## config.mk

```make
export PLATFORM = sky130hd
export DESIGN_NAME = pep9Top
export DESIGN_NICKNAME = d
export VERILOG_FILES = /design/src/source/pep9Pkg.sv /design/src/source/pep9Alu.sv /design/src/source/pep9Decoder.sv /design/src/source/pep9Registers.sv /design/src/source/pep9Sequencer.sv /design/src/source/pep9Top.sv
export SDC_FILE = /design/constraint.sdc
export NUM_CORES = 1
export LEC_CHECK = 0
export BUFFER_PORTS_ARGS = -buffer_cell sky130_fd_sc_hd__clkbuf_2
export CORE_ASPECT_RATIO = 0.7
export CORE_MARGIN = 2
export CORE_UTILIZATION = 55
export CTS_CLUSTER_SIZE = 40
export DETAILED_ROUTE_END_ITERATION = 12
export GPL_TIMING_DRIVEN = 0
export PLACE_DENSITY = 0.76
export SLEW_MARGIN = 20
export SYNTH_ARGS = -nofsm -noshare
export SYNTH_HDL_FRONTEND = slang
export SYNTH_SLANG_ARGS = --single-unit
```

## constraint.sdc

```tcl
create_clock -name Sysclk -period 3.1 [get_ports Sysclk]
set_input_delay 0.31 -clock Sysclk [delete_from_list [all_inputs] [get_ports Sysclk]]
set_output_delay 0.31 -clock Sysclk [all_outputs]
set_load 0.03 [all_outputs]
```

## src/source/pep9Pkg.sv

```systemverilog
`default_nettype none

package pep9Pkg;

    typedef logic [7:0] byteT;
    typedef logic [7:0] specifierT;
    typedef logic       regIdT;     // 0 is A, 1 is X

    typedef struct packed {
        specifierT specifier;
        byteT      operand;
    } instrT;

    typedef struct packed {
        logic n;
        logic z;
        logic v;
        logic c;
    } flagsT;

    typedef enum logic [3:0] {
        aluPass,
        aluAdd,
        aluSub,
        aluAnd,
        aluOr,
        aluNot,
        aluNeg,
        aluAsl,
        aluAsr,
        aluRol,
        aluRor
    } aluOpT;

    typedef struct packed {
        aluOpT aluOp;
        regIdT regId;
        logic  writeReg;
        flagsT flagMask;   // Bits this op may change
        byteT  operand;
        logic  illegal;
    } decodedT;

    typedef struct packed {
        regIdT regId;
        byteT  value;
        logic  wroteReg;
        flagsT flags;
        logic  illegal;
    } retireT;

    typedef enum logic [1:0] {
        stIdle,
        stDecode,
        stExecute,
        stStore
    } seqStateT;

    // Unary opcodes, r bit cleared
    localparam specifierT opNot = 8'h18;
    localparam specifierT opNeg = 8'h1A;
    localparam specifierT opAsl = 8'h1C;
    localparam specifierT opAsr = 8'h1E;
    localparam specifierT opRol = 8'h20;
    localparam specifierT opRor = 8'h22;

    // Non-unary, upper nibble only
    localparam specifierT opAdd = 8'h60;
    localparam specifierT opSub = 8'h70;
    localparam specifierT opAnd = 8'h80;
    localparam specifierT opOr  = 8'h90;
    localparam specifierT opCmp = 8'hA0;
    localparam specifierT opLd  = 8'hC0;

    localparam logic [2:0] addrImmediate = 3'd0;

endpackage

`default_nettype wire

```

## src/source/pep9Alu.sv

```systemverilog
`timescale 1ns/1ps
`default_nettype none

module pep9Alu (
    input  wire              Sysclk,
    input  wire              resetbar,
    input  wire              executeEn,
    input  pep9Pkg::decodedT decoded,
    input  pep9Pkg::byteT    regValue,
    input  pep9Pkg::flagsT   curFlags,
    output pep9Pkg::byteT    aluResult,
    output pep9Pkg::flagsT   aluFlags
);

    pep9Pkg::byteT  a;
    pep9Pkg::byteT  b;
    pep9Pkg::byteT  result;
    pep9Pkg::flagsT newFlags;
    pep9Pkg::flagsT mergedFlags;

    assign a = regValue;
    assign b = decoded.operand;

    always_comb
    begin
        result     = a;
        newFlags   = curFlags;
        newFlags.v = 1'b0;
        case (decoded.aluOp)
            pep9Pkg::aluPass: result = b;
            pep9Pkg::aluAdd:
            begin
                {newFlags.c, result} = {1'b0, a} + {1'b0, b};
                newFlags.v = (a[7] == b[7]) && (result[7] != a[7]);
            end
            pep9Pkg::aluSub:
            begin
                // a + ~b + 1, carry out means no borrow
                {newFlags.c, result} = {1'b0, a} + {1'b0, ~b} + 9'd1;
                newFlags.v = (a[7] != b[7]) && (result[7] != a[7]);
            end
            pep9Pkg::aluAnd: result = a & b;
            pep9Pkg::aluOr:  result = a | b;
            pep9Pkg::aluNot: result = ~a;
            pep9Pkg::aluNeg:
            begin
                result     = ~a + 8'd1;
                newFlags.v = (a == 8'h80);   // -128 has no positive
            end
            pep9Pkg::aluAsl:
            begin
                result     = {a[6:0], 1'b0};
                newFlags.c = a[7];
                newFlags.v = a[7] ^ a[6];
            end
            pep9Pkg::aluAsr:
            begin
                result     = {a[7], a[7:1]};
                newFlags.c = a[0];
            end
            pep9Pkg::aluRol:
            begin
                result     = {a[6:0], curFlags.c};
                newFlags.c = a[7];
            end
            pep9Pkg::aluRor:
            begin
                result     = {curFlags.c, a[7:1]};
                newFlags.c = a[0];
            end
            default: result = a;
        endcase
        newFlags.n = result[7];
        newFlags.z = (result == 8'd0);
    end

    // Masked bits come from the ALU, the rest stay as they were
    assign mergedFlags = (newFlags & decoded.flagMask) | (curFlags & ~decoded.flagMask);

    always_ff @(posedge Sysclk)
    begin
        if (!resetbar)
        begin
            aluResult <= '0;
            aluFlags  <= '0;
        end
        else if (executeEn)
        begin
            aluResult <= result;
            aluFlags  <= mergedFlags;
        end
    end

endmodule

`default_nettype wire

```

## src/source/pep9Decoder.sv

```systemverilog
`timescale 1ns/1ps
`default_nettype none

module pep9Decoder (
    input  wire              Sysclk,
    input  wire              resetbar,
    input  wire              capture,
    input  pep9Pkg::instrT   instr,
    input  wire              decodeEn,
    output pep9Pkg::decodedT decoded
);

    pep9Pkg::instrT    held;        // Instruction taken at the handshake
    pep9Pkg::decodedT  nextDecoded;
    pep9Pkg::specifierT spec;

    assign spec = held.specifier;

    always_ff @(posedge Sysclk)
    begin
        if (capture)
            held <= instr;
    end

    always_comb
    begin
        nextDecoded          = '0;
        nextDecoded.aluOp    = pep9Pkg::aluPass;
        nextDecoded.operand  = held.operand;
        nextDecoded.writeReg = 1'b1;
        if (spec[7:4] < 4'h6)
        begin
            // Unary, r in bit 0
            nextDecoded.regId = spec[0];
            case (spec & 8'hFE)
                pep9Pkg::opNot: {nextDecoded.aluOp, nextDecoded.flagMask} =
                    {pep9Pkg::aluNot, 4'b1100};
                pep9Pkg::opNeg: {nextDecoded.aluOp, nextDecoded.flagMask} =
                    {pep9Pkg::aluNeg, 4'b1110};
                pep9Pkg::opAsl: {nextDecoded.aluOp, nextDecoded.flagMask} =
                    {pep9Pkg::aluAsl, 4'b1111};
                pep9Pkg::opAsr: {nextDecoded.aluOp, nextDecoded.flagMask} =
                    {pep9Pkg::aluAsr, 4'b1101};
                pep9Pkg::opRol: {nextDecoded.aluOp, nextDecoded.flagMask} =
                    {pep9Pkg::aluRol, 4'b0001};
                pep9Pkg::opRor: {nextDecoded.aluOp, nextDecoded.flagMask} =
                    {pep9Pkg::aluRor, 4'b0001};
                default:        nextDecoded.illegal = 1'b1;
            endcase
        end
        else
        begin
            nextDecoded.regId = spec[3];
            case ({spec[7:4], 4'h0})
                pep9Pkg::opAdd: {nextDecoded.aluOp, nextDecoded.flagMask} =
                    {pep9Pkg::aluAdd, 4'b1111};
                pep9Pkg::opSub: {nextDecoded.aluOp, nextDecoded.flagMask} =
                    {pep9Pkg::aluSub, 4'b1111};
                pep9Pkg::opAnd: {nextDecoded.aluOp, nextDecoded.flagMask} =
                    {pep9Pkg::aluAnd, 4'b1100};
                pep9Pkg::opOr:  {nextDecoded.aluOp, nextDecoded.flagMask} =
                    {pep9Pkg::aluOr, 4'b1100};
                pep9Pkg::opCmp:
                begin
                    nextDecoded.aluOp    = pep9Pkg::aluSub;   // Flags only
                    nextDecoded.flagMask = 4'b1111;
                    nextDecoded.writeReg = 1'b0;
                end
                pep9Pkg::opLd:  {nextDecoded.aluOp, nextDecoded.flagMask} =
                    {pep9Pkg::aluPass, 4'b1100};
                default:        nextDecoded.illegal = 1'b1;
            endcase
            if (spec[2:0] != pep9Pkg::addrImmediate)
                nextDecoded.illegal = 1'b1;
        end
        if (nextDecoded.illegal)
        begin
            nextDecoded.aluOp    = pep9Pkg::aluPass;
            nextDecoded.writeReg = 1'b0;
            nextDecoded.flagMask = '0;
        end
    end

    always_ff @(posedge Sysclk)
    begin
        if (!resetbar)
            decoded <= '0;
        else if (decodeEn)
            decoded <= nextDecoded;
    end

endmodule

`default_nettype wire

```

## src/source/pep9Registers.sv

```systemverilog
`timescale 1ns/1ps
`default_nettype none

module pep9Registers (
    input  wire              Sysclk,
    input  wire              resetbar,
    input  wire              storeEn,
    input  pep9Pkg::decodedT decoded,
    input  pep9Pkg::byteT    aluResult,
    input  pep9Pkg::flagsT   aluFlags,
    output pep9Pkg::byteT    regValue,
    output pep9Pkg::flagsT   curFlags,
    output pep9Pkg::retireT  retire
);

    pep9Pkg::byteT  regA;
    pep9Pkg::byteT  regX;
    pep9Pkg::flagsT flags;

    assign regValue = decoded.regId ? regX : regA;
    assign curFlags = flags;

    always_ff @(posedge Sysclk)
    begin
        if (!resetbar)
        begin
            regA  <= '0;
            regX  <= '0;
            flags <= '0;
        end
        else if (storeEn)
        begin
            if (decoded.writeReg)
            begin
                if (decoded.regId)
                    regX <= aluResult;
                else
                    regA <= aluResult;
            end
            if (!decoded.illegal)
                flags <= aluFlags;
        end
    end

    always_ff @(posedge Sysclk)
    begin
        if (storeEn)
        begin
            retire.regId    <= decoded.regId;
            retire.value    <= decoded.illegal ? 8'd0 : aluResult;
            retire.wroteReg <= decoded.writeReg;
            retire.flags    <= aluFlags;
            retire.illegal  <= decoded.illegal;
        end
    end

endmodule

`default_nettype wire

```

## src/source/pep9Sequencer.sv

```systemverilog
`timescale 1ns/1ps
`default_nettype none

module pep9Sequencer (
    input  wire  Sysclk,
    input  wire  resetbar,
    input  wire  instrValid,
    output logic instrReady,
    output logic decodeEn,
    output logic executeEn,
    output logic storeEn,
    output logic retireValid
);

    pep9Pkg::seqStateT state;

    // Hold off the next instruction while the retire pulse is out
    assign instrReady = (state == pep9Pkg::stIdle) && !retireValid;

    assign decodeEn  = (state == pep9Pkg::stDecode);
    assign executeEn = (state == pep9Pkg::stExecute);
    assign storeEn   = (state == pep9Pkg::stStore);

    always_ff @(posedge Sysclk)
    begin
        if (!resetbar)
        begin
            state       <= pep9Pkg::stIdle;
            retireValid <= 1'b0;
        end
        else
        begin
            retireValid <= storeEn;
            case (state)
                pep9Pkg::stIdle:
                begin
                    if (instrValid && instrReady)
                        state <= pep9Pkg::stDecode;
                end
                pep9Pkg::stDecode:  state <= pep9Pkg::stExecute;
                pep9Pkg::stExecute: state <= pep9Pkg::stStore;
                pep9Pkg::stStore:   state <= pep9Pkg::stIdle;
                default:            state <= pep9Pkg::stIdle;
            endcase
        end
    end

endmodule

`default_nettype wire

```

## src/source/pep9Top.sv

```systemverilog
`timescale 1ns/1ps
`default_nettype none

module pep9Top (
    input  wire             Sysclk,
    input  wire             resetbar,
    input  wire             instrValid,
    input  pep9Pkg::instrT  instr,
    output logic            instrReady,
    output logic            retireValid,
    output pep9Pkg::retireT retire
);

    logic             decodeEn;
    logic             executeEn;
    logic             storeEn;
    logic             capture;
    pep9Pkg::decodedT decoded;
    pep9Pkg::byteT    regValue;
    pep9Pkg::flagsT   curFlags;
    pep9Pkg::byteT    aluResult;
    pep9Pkg::flagsT   aluFlags;

    assign capture = instrValid && instrReady;

    pep9Sequencer seq0 (
        .Sysclk      (Sysclk),
        .resetbar    (resetbar),
        .instrValid  (instrValid),
        .instrReady  (instrReady),
        .decodeEn    (decodeEn),
        .executeEn   (executeEn),
        .storeEn     (storeEn),
        .retireValid (retireValid)
    );

    pep9Decoder dec0 (
        .Sysclk   (Sysclk),
        .resetbar (resetbar),
        .capture  (capture),
        .instr    (instr),
        .decodeEn (decodeEn),
        .decoded  (decoded)
    );

    pep9Alu alu0 (
        .Sysclk    (Sysclk),
        .resetbar  (resetbar),
        .executeEn (executeEn),
        .decoded   (decoded),
        .regValue  (regValue),
        .curFlags  (curFlags),
        .aluResult (aluResult),
        .aluFlags  (aluFlags)
    );

    pep9Registers regs0 (
        .Sysclk    (Sysclk),
        .resetbar  (resetbar),
        .storeEn   (storeEn),
        .decoded   (decoded),
        .aluResult (aluResult),
        .aluFlags  (aluFlags),
        .regValue  (regValue),
        .curFlags  (curFlags),
        .retire    (retire)
    );

endmodule

`default_nettype wire

```

==> flow_summary.json <==
{
  "cts_hold_buf": 0,
  "drt_iter0_markers": 691,
  "cp_top_family": "compound AO/OA/AOI/OAI gates",
  "synth_cell_types": 73,
  "ys_seq_area_share_pct": 36.8,
  "place.gp.congestion": 0.967,
  "worstSetupPathType": "flip-flop to flip-flop",
  "slew_headroom_pct": 36.3,
  "finalSetupViolCount": 0,
  "report.final.slew_viol_count": 0,
  "cp_common_cell": "buf_12",
  "yosys.area.top_type_share_pct": 19.6,
  "num_vias": 5003,
  "path_buf_inv": 3,
  "async_flop_share_pct": 0,
  "ys_warn_count": 0,
  "ys_seq_elements": 84,
  "slowest_delay_ns": 0.44,
  "io_pins": 36,
  "grt_pass1_wl_um": 24300,
  "place_area_um2": 5770,
  "m1WireLength_um": 7090,
  "drtAntennaViolNets": 0,
  "design_area_um2": 6430,
  "gr-total-overflow": 0,
  "p_leak_nw": 2.50,
  "cts_made_buffers": 9,
  "firstDrtPassIters": 8,
  "cts_root_buffer": "clkbuf_16",
  "fin_util_pct": 66.7,
  "drive_gt1_share_pct": 16.8,
  "synth_edf_count": 31,
  "die_w_um": 123,
  "core_area_um2": 9650,
  "worstHoldEndpoint": "dec0.held[4]$_DFFE_PP_",
  "met2_length_um": 7120,
  "status": "complete, no violations",
  "synth.area.top_cells": "dfxtp_1, edfxtp_1, mux2i_1, ha_1, nor2_1",
  "critPathSlowestCell": "a2111oi_4",
  "dp_hpwl_um": 11600,
  "met3_length_um": 1540,
  "cts_buffer_depth": 2,
  "whs_path_depth": 1,
  "powerDensity_nw_per_um2": 680,
  "min_period_ns": 3.03,
  "r2r_setup_slack_ns": 0.07,
  "syn_inst": 600,
  "yosysTopAreaCell": "dfxtp_1",
  "clk_latency_ns": 0.35,
  "die-area_um2": 10700,
  "reg2reg_depth": 11,
  "hold_violations": 0,
  "routed.top_layer": "met4",
  "nNetsFinal": 709,
  "post-route-drc-count": 0,
  "initial_utilization_pct": 56.1,
  "maxCapViolCount": 0,
  "min_path_type": "primary input to flip-flop",
  "viasPerCell": 6.35,
  "syn_to_final_growth_pct": 18.8,
  "grt_usage_pct": 30.3,
  "finalCritPeriodShare_pct": 97.7,
  "reg2reg_from": "dec0.decoded[14]$_SDFFE_PN0N_",
  "die_h_um": 87,
  "cp_max_fo": 7,
  "final_common_cell": "nor2_1",
  "worst_pin_slew_ns": 0.948,
  "cp-start-kind": "flip-flop",
  "crit_chain": "buf_12 > buf_12 > mux2i_4 > buf_6 > ha_4 > nor2_1 > o311a_4 > a2111oi_4 > mux2_4 > a32o_1 > a41o_1",
  "syn_avg_cell_area_um2": 9.02,
  "final_cell_mix": "nor2_1, dfxtp_1, clkbuf_2",
  "wl_per_cell_um": 20.3,
  "synth_area_um2": 5410,
  "min_from": "instr[4]",
  "arrival_ns": 3.27,
  "grt_max_degree": 20,
  "cp-end-kind": "flip-flop",
  "fmaxAchievable_mhz": 330,
  "rr_endpoint": "alu0.aluFlags[2]$_SDFFE_PN0P_",
  "num-fill-cells": 817,
  "cts_tree": "built",
  "worstPathRequired_ns": 3.34,
  "antenna_found_initial": 0,
  "syn_nets": 654,
  "port_buffers": 35,
  "fin_worst_skew_ns": 0.0114,
  "clk_pin_slew_ns": 0.06,
  "ir_drop_uv": 574,
  "rows": 30,
  "diodes": 0,
  "grt_pass1_vias": 4623,
  "synth_ff_type": "dfxtp_1",
  "numClockSinks": 84,
  "routed_wl_um": 16000,
  "htreeDepth": 3
}
[flip-flops by register name, indices dropped and copies added (netlist names), 4 cells and up]
signal,cells
dec0.held,8
regs0.regX,8
regs0.curFlags,4
alu0.aluFlags,4
dec0.decoded,18
regs0.regA,8
alu0.aluResult,8
dec0.spec,8
regs0.retire,15
[metrics by stage]
stage | TNS, ns | setup slack [ns] | power (mW) | hold slack (ns) | instances
global route | -0.0203 | -0.0203 | 4.58 | 0.131 | 788
CTS | 0 | 0.00334 | 4.20 | 0.132 | 782
finish | 0 | 0.0721 | 4.37 | 0.136 | 788
global placement | -3.36 | -0.581 | 2.99 | 0.440 | 763
floorplan | 0 | 0.0412 | 2.62 | 0.409 | 600
detailed placement | -3.61 | -0.582 | 3.02 | 0.439 | 763
[Yosys cell counts, drive strengths merged, types with 4 or more instances]
master	n
a21oi	37
o22ai	7
a22oi	4
xnor2	9
nand3b	6
and2	9
buf	13
nor2	73
nand2	29
nand2b	15
nor3	13
a31oi	7
nor2b	18
a2111oi	4
nor3b	5
mux2i	44
a211oi	8
inv	32
or3	4
ha	33
o21a	7
dfxtp	53
o32ai	6
clkbuf	22
and3	5
edfxtp	31
o21ai	23
o211ai	10
nand3	11
[worst reg2reg max path, cell delays in order (launching register included)]
cell	delay, ns
dfxtp_4	0.37
buf_12	0.15
buf_12	0.14
mux2i_4	0.20
buf_6	0.14
ha_4	0.27
nor2_1	0.05
o311a_4	0.33
a2111oi_4	0.44
mux2_4	0.38
a32o_1	0.24
a41o_1	0.21
[how the worst max path moves through the flow]
stage	start	endpoint	slack (ns)	cells past startpoint
floorplan	dec0.decoded[14]$_SDFFE_PN0N_	alu0.aluFlags[2]$_SDFFE_PN0P_	0.04	10
global placement	dec0.decoded[14]$_SDFFE_PN0N_	alu0.aluFlags[1]$_SDFFE_PN0P_	-0.58	11
detailed placement	dec0.decoded[14]$_SDFFE_PN0N_	alu0.aluFlags[1]$_SDFFE_PN0P_	-0.58	11
CTS	dec0.decoded[14]$_SDFFE_PN0N_	alu0.aluFlags[2]$_SDFFE_PN0P_	0.003	10
global route	dec0.decoded[16]$_SDFFE_PN0N_	alu0.aluFlags[2]$_SDFFE_PN0P_	-0.02	9
finish	dec0.decoded[14]$_SDFFE_PN0N_	alu0.aluFlags[2]$_SDFFE_PN0P_	0.07	11
[power breakdown]
group | internal, mW | switching, mW | total, mW
clock network | 0.641 | 0.452 | 1.09
logic | 0.751 | 1.01 | 1.76
registers | 1.34 | 0.172 | 1.52
[per-layer routing]
| layer | vias to the layer above | global-route usage (%) |
|---|---|---|
| li1 | 2300 | - |
| met1 | 2401 | 42.4 |
| met2 | 273 | 46.3 |
| met3 | 29 | 8.18 |
| met4 | 0 | 8.15 |
| met5 | - | 0 |
[final cells by class]
| class | instances | area (µm²) | area share [%] |
|---|---|---|---|
| multi-input combinational | 448 | 3400 | 52.9 |
| sequential | 84 | 2000 | 31.0 |
| clock buffer | 12 | 279 | 4.34 |
| timing repair buffer | 44 | 264 | 4.11 |
| buffer | 35 | 176 | 2.74 |
| tap | 128 | 160 | 2.49 |
| inverter | 33 | 126 | 1.97 |
| clock inverter | 4 | 26.3 | 0.409 |
[cell families after synthesis]
logic type                 share of synthesized area (%)
and+or+nand+nor                                     19.2
AOI/OAI and AO/OA                                   20.2
DFF                                                 36.8
buffers and inverters                               5.22
muxes                                               8.62
adders and majority gates                           8.37
xor gates and xnor gates                            1.62
[what timing repair did]
| item | CTS | global route |
|---|---|---|
| setup buffers | 3 | 5 |
| endpoints found under the setup margin | 10 | 8 |
| resized for setup | 27 | 26 |
| pin swaps | 3 | 9 |
| cloned | 0 | 1 |
(Power assumes the default switching activity.)
